File: config.mk
export PLATFORM = sky130hd
export DESIGN_NAME = pdp_core
export DESIGN_NICKNAME = d
export VERILOG_FILES = /design/src/logic/pdp_cfg_pkg.sv /design/src/logic/pdp_types_pkg.sv /design/src/logic/pdp_beat_if.sv /design/src/logic/pdp_nan_stat_if.sv /design/src/logic/pdp_core.sv /design/src/logic/pdp_nan.sv /design/src/logic/pdp_nan_count.sv /design/src/logic/pdp_pool_1d.sv
export VERILOG_INCLUDE_DIRS = /design/src /design/src/logic
export SDC_FILE = /design/constraint.sdc
export NUM_CORES = 1
export LEC_CHECK = 0
export ABC_AREA = 1
export BUFFER_PORTS_ARGS = -buffer_cell sky130_fd_sc_hd__buf_2
export CAP_MARGIN = 15
export CORE_MARGIN = 10
export CORE_UTILIZATION = 59
export CTS_BUF_LIST = sky130_fd_sc_hd__clkbuf_16
export CTS_CLUSTER_SIZE = 14
export DETAILED_ROUTE_END_ITERATION = 10
export PLACE_DENSITY = 0.8
export SLEW_MARGIN = 20
export SYNTH_ARGS = -nofsm -noshare
export SYNTH_HDL_FRONTEND = slang
export SYNTH_SLANG_ARGS = --single-unit
File: constraint.sdc
create_clock -name nvdla_core_clk -period 6.7 [get_ports nvdla_core_clk]
set_input_delay 0 -clock nvdla_core_clk [delete_from_list [all_inputs] [get_ports nvdla_core_clk]]
set_output_delay 0 -clock nvdla_core_clk [all_outputs]
set_load 0.005 [all_outputs]
File: src/logic/pdp_macros.svh
/* widths and info bit positions for the pooling input path;
   included by every file that sizes a beat or decodes its info field */
`ifndef PDP_MACROS_SVH
`define PDP_MACROS_SVH

// bits per element, fp16
`define PDP_BWPE 16

// elements per beat
`define PDP_THROUGHPUT 4

// position info carried above the data
`define PDP_INFO_W 12

// full beat, info on top of data
`define PDP_PD_W (`PDP_BWPE * `PDP_THROUGHPUT + `PDP_INFO_W)

// info bits, counted from info bit 0
// surface end and cube end together mark the last beat of a layer
`define PDP_INFO_SURF_END 11
`define PDP_INFO_CUBE_END 7
`define PDP_INFO_LINE_END 4

`endif

File: src/logic/pdp_cfg_pkg.sv
/* register-side types for the pooling input path:
   pooling method, kernel width and the op-enable gate states */
`default_nettype none

package pdp_cfg_pkg;

  // one bit, matches the register field
  typedef enum logic {
    POOL_MAX = 1'b0,
    POOL_MIN = 1'b1
  } pool_method_e;

  // window length in beats, 1..7, zero not allowed
  typedef logic [2:0] kernel_width_t;

  // layer gating in the first stage
  typedef enum logic {
    GATE_WAIT = 1'b0,
    GATE_RUN  = 1'b1
  } gate_state_e;

endpackage

`default_nettype wire

File: src/logic/pdp_types_pkg.sv
/* datapath types and fp16 helpers shared by the pooling stages;
   classify for nan/inf stats, order key for max/min compare */
`include "pdp_macros.svh"
`default_nettype none

package pdp_types_pkg;

  typedef logic [`PDP_BWPE-1:0]                   fp16_t;
  // element 0 in the low bits
  typedef logic [`PDP_BWPE*`PDP_THROUGHPUT-1:0]   pdp_data_t;
  typedef logic [`PDP_INFO_W-1:0]                 pdp_info_t;
  // 0..4 hits per beat
  typedef logic [2:0]                             elem_cnt_t;
  typedef logic [31:0]                            count32_t;

  // exp all ones, mantissa nonzero
  function automatic logic fp16_is_nan(input fp16_t x);
    return (&x[14:10]) & (|x[9:0]);
  endfunction

  // exp all ones, mantissa zero
  function automatic logic fp16_is_inf(input fp16_t x);
    return (&x[14:10]) & ~(|x[9:0]);
  endfunction

  // unsigned compare of keys follows fp value for non-nan inputs
  // negatives flipped entirely, positives get the top bit set
  // so -0 (0x8000) maps below +0 (0x0000)
  function automatic fp16_t fp16_order_key(input fp16_t x);
    fp16_t key;
    if (x[`PDP_BWPE-1]) begin
      key = ~x;
    end else begin
      key = {1'b1, x[`PDP_BWPE-2:0]};
    end
    return key;
  endfunction

endpackage

`default_nettype wire

File: src/logic/pdp_beat_if.sv
/* one beat between pipeline stages, valid/ready handshake;
   transfer when both high, payload held while valid and not ready */
`default_nettype none

interface pdp_beat_if
  import pdp_types_pkg::*;
  ();

  logic      valid;
  logic      ready;
  pdp_data_t data;
  pdp_info_t info;

  // producer side
  modport src (
    output valid, data, info,
    input  ready
  );

  // consumer side
  modport dst (
    input  valid, data, info,
    output ready
  );

endinterface

`default_nettype wire

File: src/logic/pdp_nan_stat_if.sv
/* per-beat nan/inf counts from the first stage to the layer counters;
   one-cycle strobe per accepted beat, no back-pressure */
`default_nettype none

interface pdp_nan_stat_if
  import pdp_types_pkg::*;
  ();

  logic      stat_vld;
  elem_cnt_t nan_num;
  elem_cnt_t inf_num;
  // beat closes the layer
  logic      layer_end;

  modport src (
    output stat_vld, nan_num, inf_num, layer_end
  );

  modport dst (
    input  stat_vld, nan_num, inf_num, layer_end
  );

endinterface

`default_nettype wire

File: src/logic/pdp_core.sv
/* pooling input path top: op_en gate and nan stage, layer counters
   and 1d max/min pooling, joined by interfaces, plain ports outside */
`include "pdp_macros.svh"
`default_nettype none

module pdp_core
  import pdp_types_pkg::*;
  import pdp_cfg_pkg::*;
(
  input  logic                 nvdla_core_clk,
  input  logic                 nvdla_core_rstn,
  // register side
  input  logic                 reg2dp_op_en,
  input  logic                 reg2dp_nan_to_zero,
  input  pool_method_e         reg2dp_pooling_method,
  input  kernel_width_t        reg2dp_kernel_width,
  input  logic                 dp2reg_done,
  output count32_t             dp2reg_nan_input_num,
  output count32_t             dp2reg_inf_input_num,
  // from read dma
  input  logic                 pdp_rdma2dp_valid,
  input  logic [`PDP_PD_W-1:0] pdp_rdma2dp_pd,
  output logic                 pdp_rdma2dp_ready,
  // to write dma
  output logic                 pdp_dp2wdma_valid,
  output logic [`PDP_PD_W-1:0] pdp_dp2wdma_pd,
  input  logic                 pdp_dp2wdma_ready
);

  // nan stage to pooling
  pdp_beat_if     nan2pool ();
  // nan stage to counters
  pdp_nan_stat_if nan_stat ();

  pdp_nan u_nan (
    .nvdla_core_clk     (nvdla_core_clk),
    .nvdla_core_rstn    (nvdla_core_rstn),
    .reg2dp_op_en       (reg2dp_op_en),
    .reg2dp_nan_to_zero (reg2dp_nan_to_zero),
    .in_valid           (pdp_rdma2dp_valid),
    .in_pd              (pdp_rdma2dp_pd),
    .in_ready           (pdp_rdma2dp_ready),
    .out                (nan2pool.src),
    .stat               (nan_stat.src)
  );

  pdp_nan_count u_nan_count (
    .nvdla_core_clk       (nvdla_core_clk),
    .nvdla_core_rstn      (nvdla_core_rstn),
    .stat                 (nan_stat.dst),
    .dp2reg_done          (dp2reg_done),
    .dp2reg_nan_input_num (dp2reg_nan_input_num),
    .dp2reg_inf_input_num (dp2reg_inf_input_num)
  );

  pdp_pool_1d u_pool_1d (
    .nvdla_core_clk        (nvdla_core_clk),
    .nvdla_core_rstn       (nvdla_core_rstn),
    .reg2dp_pooling_method (reg2dp_pooling_method),
    .reg2dp_kernel_width   (reg2dp_kernel_width),
    .in                    (nan2pool.dst),
    .out_valid             (pdp_dp2wdma_valid),
    .out_pd                (pdp_dp2wdma_pd),
    .out_ready             (pdp_dp2wdma_ready)
  );

endmodule

`default_nettype wire

File: src/logic/pdp_nan.sv
/* first stage: holds each layer until op_en rises, zeroes nan elements
   on request, counts nan/inf per beat and registers the beat once */
`include "pdp_macros.svh"
`default_nettype none

module pdp_nan
  import pdp_types_pkg::*;
  import pdp_cfg_pkg::*;
(
  input  logic                 nvdla_core_clk,
  input  logic                 nvdla_core_rstn,
  input  logic                 reg2dp_op_en,
  input  logic                 reg2dp_nan_to_zero,
  input  logic                 in_valid,
  input  logic [`PDP_PD_W-1:0] in_pd,
  output logic                 in_ready,
  pdp_beat_if.src              out,
  pdp_nan_stat_if.src          stat
);

  gate_state_e                gate_state;
  gate_state_e                gate_next;
  logic                       op_en_d1;
  logic                       op_en_rise;
  logic                       load;
  logic                       layer_end;
  pdp_data_t                  in_data;
  pdp_info_t                  in_info;
  pdp_data_t                  zero_data;
  logic [`PDP_THROUGHPUT-1:0] is_nan;
  logic [`PDP_THROUGHPUT-1:0] is_inf;
  elem_cnt_t                  nan_sum;
  elem_cnt_t                  inf_sum;
  logic                       dout_vld;
  pdp_data_t                  dout_data;
  pdp_info_t                  dout_info;

  assign in_data = in_pd[`PDP_BWPE*`PDP_THROUGHPUT-1:0];
  assign in_info = in_pd[`PDP_PD_W-1:`PDP_BWPE*`PDP_THROUGHPUT];

  //////////////////////////////////////////////////
  // op_en gating
  //////////////////////////////////////////////////
  always_ff @(posedge nvdla_core_clk or negedge nvdla_core_rstn) begin
    if (!nvdla_core_rstn) begin
      op_en_d1 <= 1'b0;
    end else begin
      op_en_d1 <= reg2dp_op_en;
    end
  end
  assign op_en_rise = reg2dp_op_en & ~op_en_d1;

  // last beat of layer: surface end and cube end both set
  assign layer_end = load & in_info[`PDP_INFO_SURF_END] & in_info[`PDP_INFO_CUBE_END];

  always_comb begin
    gate_next = gate_state;
    case (gate_state)
      GATE_WAIT: if (op_en_rise) gate_next = GATE_RUN;
      GATE_RUN:  if (layer_end) gate_next = GATE_WAIT;
      default:   gate_next = GATE_WAIT;
    endcase
  end

  always_ff @(posedge nvdla_core_clk or negedge nvdla_core_rstn) begin
    if (!nvdla_core_rstn) begin
      gate_state <= GATE_WAIT;
    end else begin
      gate_state <= gate_next;
    end
  end

  // take a beat when running and output slot free or draining
  assign in_ready = (gate_state == GATE_RUN) & (~dout_vld | out.ready);
  assign load     = in_valid & in_ready;

  //////////////////////////////////////////////////
  // classify and zero per element
  //////////////////////////////////////////////////
  for (genvar i = 0; i < `PDP_THROUGHPUT; i++) begin : g_elem
    fp16_t elem;
    assign elem      = in_data[i*`PDP_BWPE +: `PDP_BWPE];
    assign is_nan[i] = fp16_is_nan(elem);
    assign is_inf[i] = fp16_is_inf(elem);
    // inf passes through untouched
    assign zero_data[i*`PDP_BWPE +: `PDP_BWPE] =
      (is_nan[i] & reg2dp_nan_to_zero) ? '0 : elem;
  end

  // counts from raw input, before zeroing
  always_comb begin
    nan_sum = '0;
    inf_sum = '0;
    for (int i = 0; i < `PDP_THROUGHPUT; i++) begin
      nan_sum = nan_sum + elem_cnt_t'(is_nan[i]);
      inf_sum = inf_sum + elem_cnt_t'(is_inf[i]);
    end
  end

  //////////////////////////////////////////////////
  // output register
  //////////////////////////////////////////////////
  always_ff @(posedge nvdla_core_clk or negedge nvdla_core_rstn) begin
    if (!nvdla_core_rstn) begin
      dout_vld <= 1'b0;
    end else if (load) begin
      dout_vld <= 1'b1;
    end else if (out.ready) begin
      dout_vld <= 1'b0;
    end
  end

  always_ff @(posedge nvdla_core_clk) begin
    if (load) begin
      dout_data <= zero_data;
      dout_info <= in_info;
    end
  end

  assign out.valid = dout_vld;
  assign out.data  = dout_data;
  assign out.info  = dout_info;

  // stat strobe, one cycle per accepted beat
  always_ff @(posedge nvdla_core_clk or negedge nvdla_core_rstn) begin
    if (!nvdla_core_rstn) begin
      stat.stat_vld <= 1'b0;
    end else begin
      stat.stat_vld <= load;
    end
  end

  always_ff @(posedge nvdla_core_clk) begin
    if (load) begin
      stat.nan_num   <= nan_sum;
      stat.inf_num   <= inf_sum;
      stat.layer_end <= layer_end;
    end
  end

  // after a layer ends nothing enters before the next op_en edge
  a_hold_after_layer: assert property (
    @(posedge nvdla_core_clk) disable iff (!nvdla_core_rstn)
    layer_end |=> (!in_ready until_with op_en_rise)
  );

  // stalled beat keeps its payload
  a_out_stable: assert property (
    @(posedge nvdla_core_clk) disable iff (!nvdla_core_rstn)
    (out.valid && !out.ready) |=> (out.valid && $stable(out.data) && $stable(out.info))
  );

endmodule

`default_nettype wire

File: src/logic/pdp_nan_count.sv
/* per-layer nan and inf input counters; finished layers wait in a
   two-entry store and each dp2reg_done publishes the oldest one */
`default_nettype none

module pdp_nan_count
  import pdp_types_pkg::*;
(
  input  logic          nvdla_core_clk,
  input  logic          nvdla_core_rstn,
  pdp_nan_stat_if.dst   stat,
  input  logic          dp2reg_done,
  output count32_t      dp2reg_nan_input_num,
  output count32_t      dp2reg_inf_input_num
);

  count32_t   nan_in_count;
  count32_t   inf_in_count;
  count32_t   nan_total;
  count32_t   inf_total;
  count32_t   nan_in_num0;
  count32_t   nan_in_num1;
  count32_t   inf_in_num0;
  count32_t   inf_in_num1;
  logic       layer_wr;
  logic       rd_en;
  logic       wr_flag;
  logic       rd_flag;
  logic [1:0] pending;

  // running totals incl. the current beat
  assign nan_total = nan_in_count + count32_t'(stat.nan_num);
  assign inf_total = inf_in_count + count32_t'(stat.inf_num);
  assign layer_wr  = stat.stat_vld & stat.layer_end;

  //////////////////////////////////////////////////
  // running counts
  //////////////////////////////////////////////////
  always_ff @(posedge nvdla_core_clk or negedge nvdla_core_rstn) begin
    if (!nvdla_core_rstn) begin
      nan_in_count <= '0;
      inf_in_count <= '0;
    end else if (stat.stat_vld) begin
      // restart at layer end
      nan_in_count <= stat.layer_end ? '0 : nan_total;
      inf_in_count <= stat.layer_end ? '0 : inf_total;
    end
  end

  //////////////////////////////////////////////////
  // two-entry layer store, ping-pong slots
  //////////////////////////////////////////////////
  always_ff @(posedge nvdla_core_clk) begin
    if (layer_wr) begin
      if (wr_flag) begin
        nan_in_num1 <= nan_total;
        inf_in_num1 <= inf_total;
      end else begin
        nan_in_num0 <= nan_total;
        inf_in_num0 <= inf_total;
      end
    end
  end

  // done with an empty store is ignored
  assign rd_en = dp2reg_done & (pending != 2'd0);

  always_ff @(posedge nvdla_core_clk or negedge nvdla_core_rstn) begin
    if (!nvdla_core_rstn) begin
      wr_flag <= 1'b0;
      rd_flag <= 1'b0;
      pending <= 2'd0;
    end else begin
      if (layer_wr) wr_flag <= ~wr_flag;
      if (rd_en) rd_flag <= ~rd_flag;
      pending <= pending + {1'b0, layer_wr} - {1'b0, rd_en};
    end
  end

  // publish oldest layer
  always_ff @(posedge nvdla_core_clk or negedge nvdla_core_rstn) begin
    if (!nvdla_core_rstn) begin
      dp2reg_nan_input_num <= '0;
      dp2reg_inf_input_num <= '0;
    end else if (rd_en) begin
      dp2reg_nan_input_num <= rd_flag ? nan_in_num1 : nan_in_num0;
      dp2reg_inf_input_num <= rd_flag ? inf_in_num1 : inf_in_num0;
    end
  end

  // a third layer would overwrite an unread result
  a_store_overflow: assert property (
    @(posedge nvdla_core_clk) disable iff (!nvdla_core_rstn)
    !(layer_wr && (pending == 2'd2) && !rd_en)
  );

endmodule

`default_nettype wire

File: src/logic/pdp_pool_1d.sv
/* second stage: elementwise max or min over kernel_width beats along
   a line; a line-end beat closes the window early */
`include "pdp_macros.svh"
`default_nettype none

module pdp_pool_1d
  import pdp_types_pkg::*;
  import pdp_cfg_pkg::*;
(
  input  logic                 nvdla_core_clk,
  input  logic                 nvdla_core_rstn,
  input  pool_method_e         reg2dp_pooling_method,
  input  kernel_width_t        reg2dp_kernel_width,
  pdp_beat_if.dst              in,
  output logic                 out_valid,
  output logic [`PDP_PD_W-1:0] out_pd,
  input  logic                 out_ready
);

  kernel_width_t beat_cnt;
  kernel_width_t cnt_next;
  logic          win_first;
  logic          load;
  logic          close;
  pdp_data_t     acc_data;
  pdp_data_t     merged;
  logic          dout_vld;
  pdp_data_t     dout_data;
  pdp_info_t     dout_info;

  //////////////////////////////////////////////////
  // handshake and window control
  //////////////////////////////////////////////////
  assign in.ready = ~dout_vld | out_ready;
  assign load     = in.valid & in.ready;

  // beats already folded into the window
  assign win_first = (beat_cnt == '0);
  assign cnt_next  = beat_cnt + kernel_width_t'(1);

  // kernel-width-th beat or line end
  assign close = load & ((cnt_next == reg2dp_kernel_width) | in.info[`PDP_INFO_LINE_END]);

  //////////////////////////////////////////////////
  // elementwise compare on order keys
  //////////////////////////////////////////////////
  for (genvar i = 0; i < `PDP_THROUGHPUT; i++) begin : g_elem
    fp16_t acc_e;
    fp16_t in_e;
    logic  take_in;
    assign acc_e = acc_data[i*`PDP_BWPE +: `PDP_BWPE];
    assign in_e  = in.data[i*`PDP_BWPE +: `PDP_BWPE];
    assign take_in = (reg2dp_pooling_method == POOL_MAX) ?
                     (fp16_order_key(in_e) > fp16_order_key(acc_e)) :
                     (fp16_order_key(in_e) < fp16_order_key(acc_e));
    // first beat of window seeds the accumulator
    assign merged[i*`PDP_BWPE +: `PDP_BWPE] = (win_first | take_in) ? in_e : acc_e;
  end

  always_ff @(posedge nvdla_core_clk or negedge nvdla_core_rstn) begin
    if (!nvdla_core_rstn) begin
      beat_cnt <= '0;
    end else if (close) begin
      beat_cnt <= '0;
    end else if (load) begin
      beat_cnt <= cnt_next;
    end
  end

  // running elements, only meaningful while beat_cnt != 0
  always_ff @(posedge nvdla_core_clk) begin
    if (load && !close) begin
      acc_data <= merged;
    end
  end

  //////////////////////////////////////////////////
  // output register
  //////////////////////////////////////////////////
  always_ff @(posedge nvdla_core_clk or negedge nvdla_core_rstn) begin
    if (!nvdla_core_rstn) begin
      dout_vld <= 1'b0;
    end else if (close) begin
      dout_vld <= 1'b1;
    end else if (out_ready) begin
      dout_vld <= 1'b0;
    end
  end

  // pooled beat carries the closing beat's info
  always_ff @(posedge nvdla_core_clk) begin
    if (close) begin
      dout_data <= merged;
      dout_info <= in.info;
    end
  end

  assign out_valid = dout_vld;
  assign out_pd    = {dout_info, dout_data};

  // legal width, and the window never runs past it
  a_kernel_width: assert property (
    @(posedge nvdla_core_clk) disable iff (!nvdla_core_rstn)
    load |-> ((reg2dp_kernel_width != '0) && (beat_cnt < reg2dp_kernel_width))
  );

endmodule

`default_nettype wire

==> run_results.csv <==
group,metric,value,unit
power_and_ir_drop,p_clk_frac,0.278,
clock_tree,cts-root-buf,"clkbuf_16",
clock_tree,cts_max_level,2,
timing,tns,0,ps
setup_path,timing.rr.start,"u_pool_1d.acc_data[15]",
timing,slew_viol_final,0,
clock_tree,cts.sinks,491,
min_path,hp-class,"input port to asynchronous set/reset pin",
die,die_area,0.0470,mm²
timing,layout_setup_ws,3570,ps
route,num_vias,16533,
synthesis,synth_area_per_cell,10.5,µm²
clock_tree,cts_made_buffers,50,
place,io_buffers,228,
synthesis,syn-cell-area,0.0229,mm²
clock_tree,cts-resized-gates,0,
finish,postLayoutCellArea,0.0269,mm²
setup_path,reg2reg_depth,13,
power_and_ir_drop,combPwrFrac,0.270,
grt,grt_pass1_vias,17125,
grt,grt_pass1_wl,90400,µm
die,fp-row-count,72,
route,drc,0,
setup_path,startpoint,"u_pool_1d.acc_data[15]",
timing,setup_viol,0,
die,fp.dieW,217,µm
finish,multi_input_area,0.00764,mm²
route,routed_wirelength,56200,µm
synthesis,async_flop_share,0.285,
route,wl_per_cell,18.5,µm
setup_path,required,7020,ps
clock_tree,cts_setup_buffers,0,
timing,grt_setup_unrepaired,"false",
die,initial_utilization,0.595,
place,gp_congestion,0.882,
power_and_ir_drop,p_int,6.46,mW
route,drt_pass1_iterations,6,
synthesis,yosysSeqAreaShare,0.614,
timing,period_share,0.468,
clock_tree,clk_pin_slew,60,ps
timing,holdWs,29.7,ps
power_and_ir_drop,report.power.total,9.64,mW
job,maxCapViolCount,0,
route,drt_iter0_drc,1370,
place,place_area,0.0244,mm²
finish,area_growth_syn_to_layout,17.6,%
synthesis,yosysUniqueCellTypes,49,
place,dpl.hpwl,36700,µm
setup_path,reg2reg_to,"u_pool_1d.acc_data[9]",
timing,final.setup_skew,20.2,ps
synthesis,synth_edf_count,351,
power_and_ir_drop,p_switching,3.18,mW
clock_tree,cts_tree,"yes",
power_and_ir_drop,seq_power_share,0.452,
synthesis,ys.flop_type,"edfxtp_1",
synthesis,ys_ff_latch,491,
die,ios,229,
setup_path,endpoint_kind,"register",
power_and_ir_drop,p_per_area,359,mW/mm²
synthesis,ys_warn_count,0,
finish,nets,2646,
timing,hold_violations,0,
timing,fmax,319,MHz
clock_tree,insertion_delay,590,ps
finish,seqCellArea,0.0140,mm²
setup_path,critPathLaunchType,"register",
place,place_ws,3630,ps
timing,fin_crit,3130,ps
setup_path,r2r_slack,3570,ps
grt,grt_max_degree,106,
route,viasPerCell,5.45,
grt,grt_overflow,0,
power_and_ir_drop,netSwitchingFraction,0.330,
timing,worst_slew_pin_slew,1060,ps
route,ant_nets,0,
die,die_y,217,µm
grt,grtUsageTotal,0.239,
synthesis,syn-instance-count,2175,
setup_path,cp_max_fo,17,
clock_tree,cts_buffer_depth,3,
finish,drive_above_1_share,0.147,
die,core,0.0385,mm²
synthesis,syn_nets,2344,
run_status,outcome,"finished, final reports clean",
timing,max_slew_margin,0.292,
setup_path,critPathKind,"register to register",
power_and_ir_drop,p_leak,11.9,nW
grt,antenna_found_initial,1,
setup_path,crit_arrival,3460,ps
finish,fill_cells,2699,
power_and_ir_drop,irDropWorstVdd,0.314,mV
## final cells by class
cell class | instances | share of cell area
inverter | 229 | 0.0321
sequential | 491 | 0.522
clock inverter | 41 | 0.0108
timing repair buffer | 325 | 0.0789
antenna | 1 | 0.0000931
clock buffer | 51 | 0.0475
tap | 518 | 0.0241
multi-input combinational | 1380 | 0.284
## routing by layer
metal / GRT usage / wire [µm] / up-vias
met5: 0 / 0 / -
met1: 0.294 / 22600 / 7985
met4: 0.0986 / 1980 / 0
met3: 0.0412 / 3380 / 123
li1: - / - / 7865
met2: 0.410 / 28300 / 560
## stage by stage
step	std cells	util
floorplan	2175	-
finish	3036	0.699
detailed placement	2859	0.635
CTS	3033	0.698
global placement	2859	0.635
global route	3035	0.699
## worst max-delay path, cell delays in order, from the launching register on
cell and delay [ps]:
edfxtp_1 990, xnor2_1 230, ha_1 370, nand2_1 70, nor2_2 120, nand2_1 90, nor2_2 120, nand3_1 100
nand2_1 90, nand2_2 80, nand2_4 190, nand2_4 190, nand2_1 140, nand2_1 90
## timing repair
item / CTS / global route
setup endpoints to repair: 0 / 0
hold endpoints to repair: 182 / 0
hold buffers: 82 / 0
## registers in the layout, summed over array words and instances (netlist names), 2 cells and up
register                          flops
u_pool_1d.beat_cnt                    3
u_nan_count.nan_in_num1              32
u_nan_count.nan_in_num0              32
u_pool_1d.dout_info                  12
u_nan_count.inf_in_num0              32
u_nan.stat.inf_num                    3
u_nan_count.dp2reg_nan_input_num     32
u_nan_count.inf_in_count             32
u_pool_1d.dout_data                  64
u_nan_count.nan_in_count             32
u_nan.out.info                       12
u_nan.stat.nan_num                    3
u_nan.out.data                       64
u_pool_1d.acc_data                   64
u_nan_count.inf_in_num1              32
u_nan_count.dp2reg_inf_input_num     32
u_nan_count.pending                   2
## Yosys cell counts, types with 4 or more instances
cell type | n | share of area
a21oi_1 | 22 | 0.0048
a22o_1 | 7 | 0.0027
a31oi_1 | 66 | 0.018
and2_1 | 6 | 0.0016
buf_2 | 30 | 0.0066
clkbuf_1 | 37 | 0.0061
dfrtp_1 | 140 | 0.15
edfxtp_1 | 351 | 0.46
fa_1 | 4 | 0.0035
ha_1 | 78 | 0.043
inv_1 | 225 | 0.037
inv_2 | 4 | 0.00066
nand2_1 | 591 | 0.097
nand2_2 | 7 | 0.0019
nand2_4 | 6 | 0.0030
nand3_1 | 130 | 0.028
nand3_2 | 5 | 0.0022
nand4_1 | 20 | 0.0055
nor2_1 | 150 | 0.025
nor2_2 | 7 | 0.0019
nor3_1 | 20 | 0.0044
nor3_2 | 6 | 0.0026
o21ai_0 | 41 | 0.0090
o21ai_1 | 7 | 0.0015
o22ai_1 | 22 | 0.0060
xnor2_1 | 66 | 0.025
xor2_1 | 91 | 0.035
## placed cells by master (no fill, tap or decap), types with 3 or more instances in the layout
cell,count
nand4_1,20
a21oi_1,22
nand2_4,6
clkinv_1,7
buf_2,227
o21ai_2,3
dfrtp_1,139
o21ai_1,7
nor2_2,8
o21ai_0,41
inv_1,239
ha_1,78
dlygate4sd3_1,82
clkinv_2,11
nor2_4,6
nor2_1,145
edfxtp_1,351
clkbuf_16,51
xor2_1,91
a21boi_0,3
a22o_1,7
o22ai_1,22
nand2_1,590
a31oi_1,66
buf_4,13
nand3_1,130
xnor2_1,66
fa_1,4
and2_1,6
or2_2,3
nor3_2,6
nand2_2,8
inv_2,5
nand3_2,5
o21bai_1,3
nor3_1,20
bufinv_16,4
## cell families after synthesis
group | after synthesis | share of synthesized area
simple gates | 963 | 0.179
fa+ha+maj | 82 | 0.0462
compound gates | 177 | 0.0462
xor+xnor | 158 | 0.0608
flops | 491 | 0.614
buf+inv | 304 | 0.0533
## power groups by stage
| stage | Sequential, mW | Clock, mW | Combinational [mW] |
|---|---|---|---|
| 2_1_floorplan | 4.33 | 0 | 1.66 |
| 3_3_place_gp | 4.39 | 0 | 2.41 |
| 3_5_place_dp | 4.41 | 0 | 2.54 |
| 4_1_cts | 4.36 | 2.72 | 2.60 |
| 5_1_grt | 4.41 | 2.85 | 2.93 |
| 6_report | 4.36 | 2.68 | 2.60 |
## how the worst max path moves through the flow
stage                             end  slack [ps]  cells past startpoint
2_1_floorplan        u_nan.gate_state        1900                      8
3_3_place_gp   u_pool_1d.acc_data[31]        3790                     12
3_5_place_dp    u_pool_1d.acc_data[9]        3630                     13
4_1_cts         u_pool_1d.acc_data[9]        3600                     13
5_1_grt         u_pool_1d.acc_data[9]        3360                     13
6_report        u_pool_1d.acc_data[9]        3570                     13
Note: power is estimated with default switching activity, not from simulation.
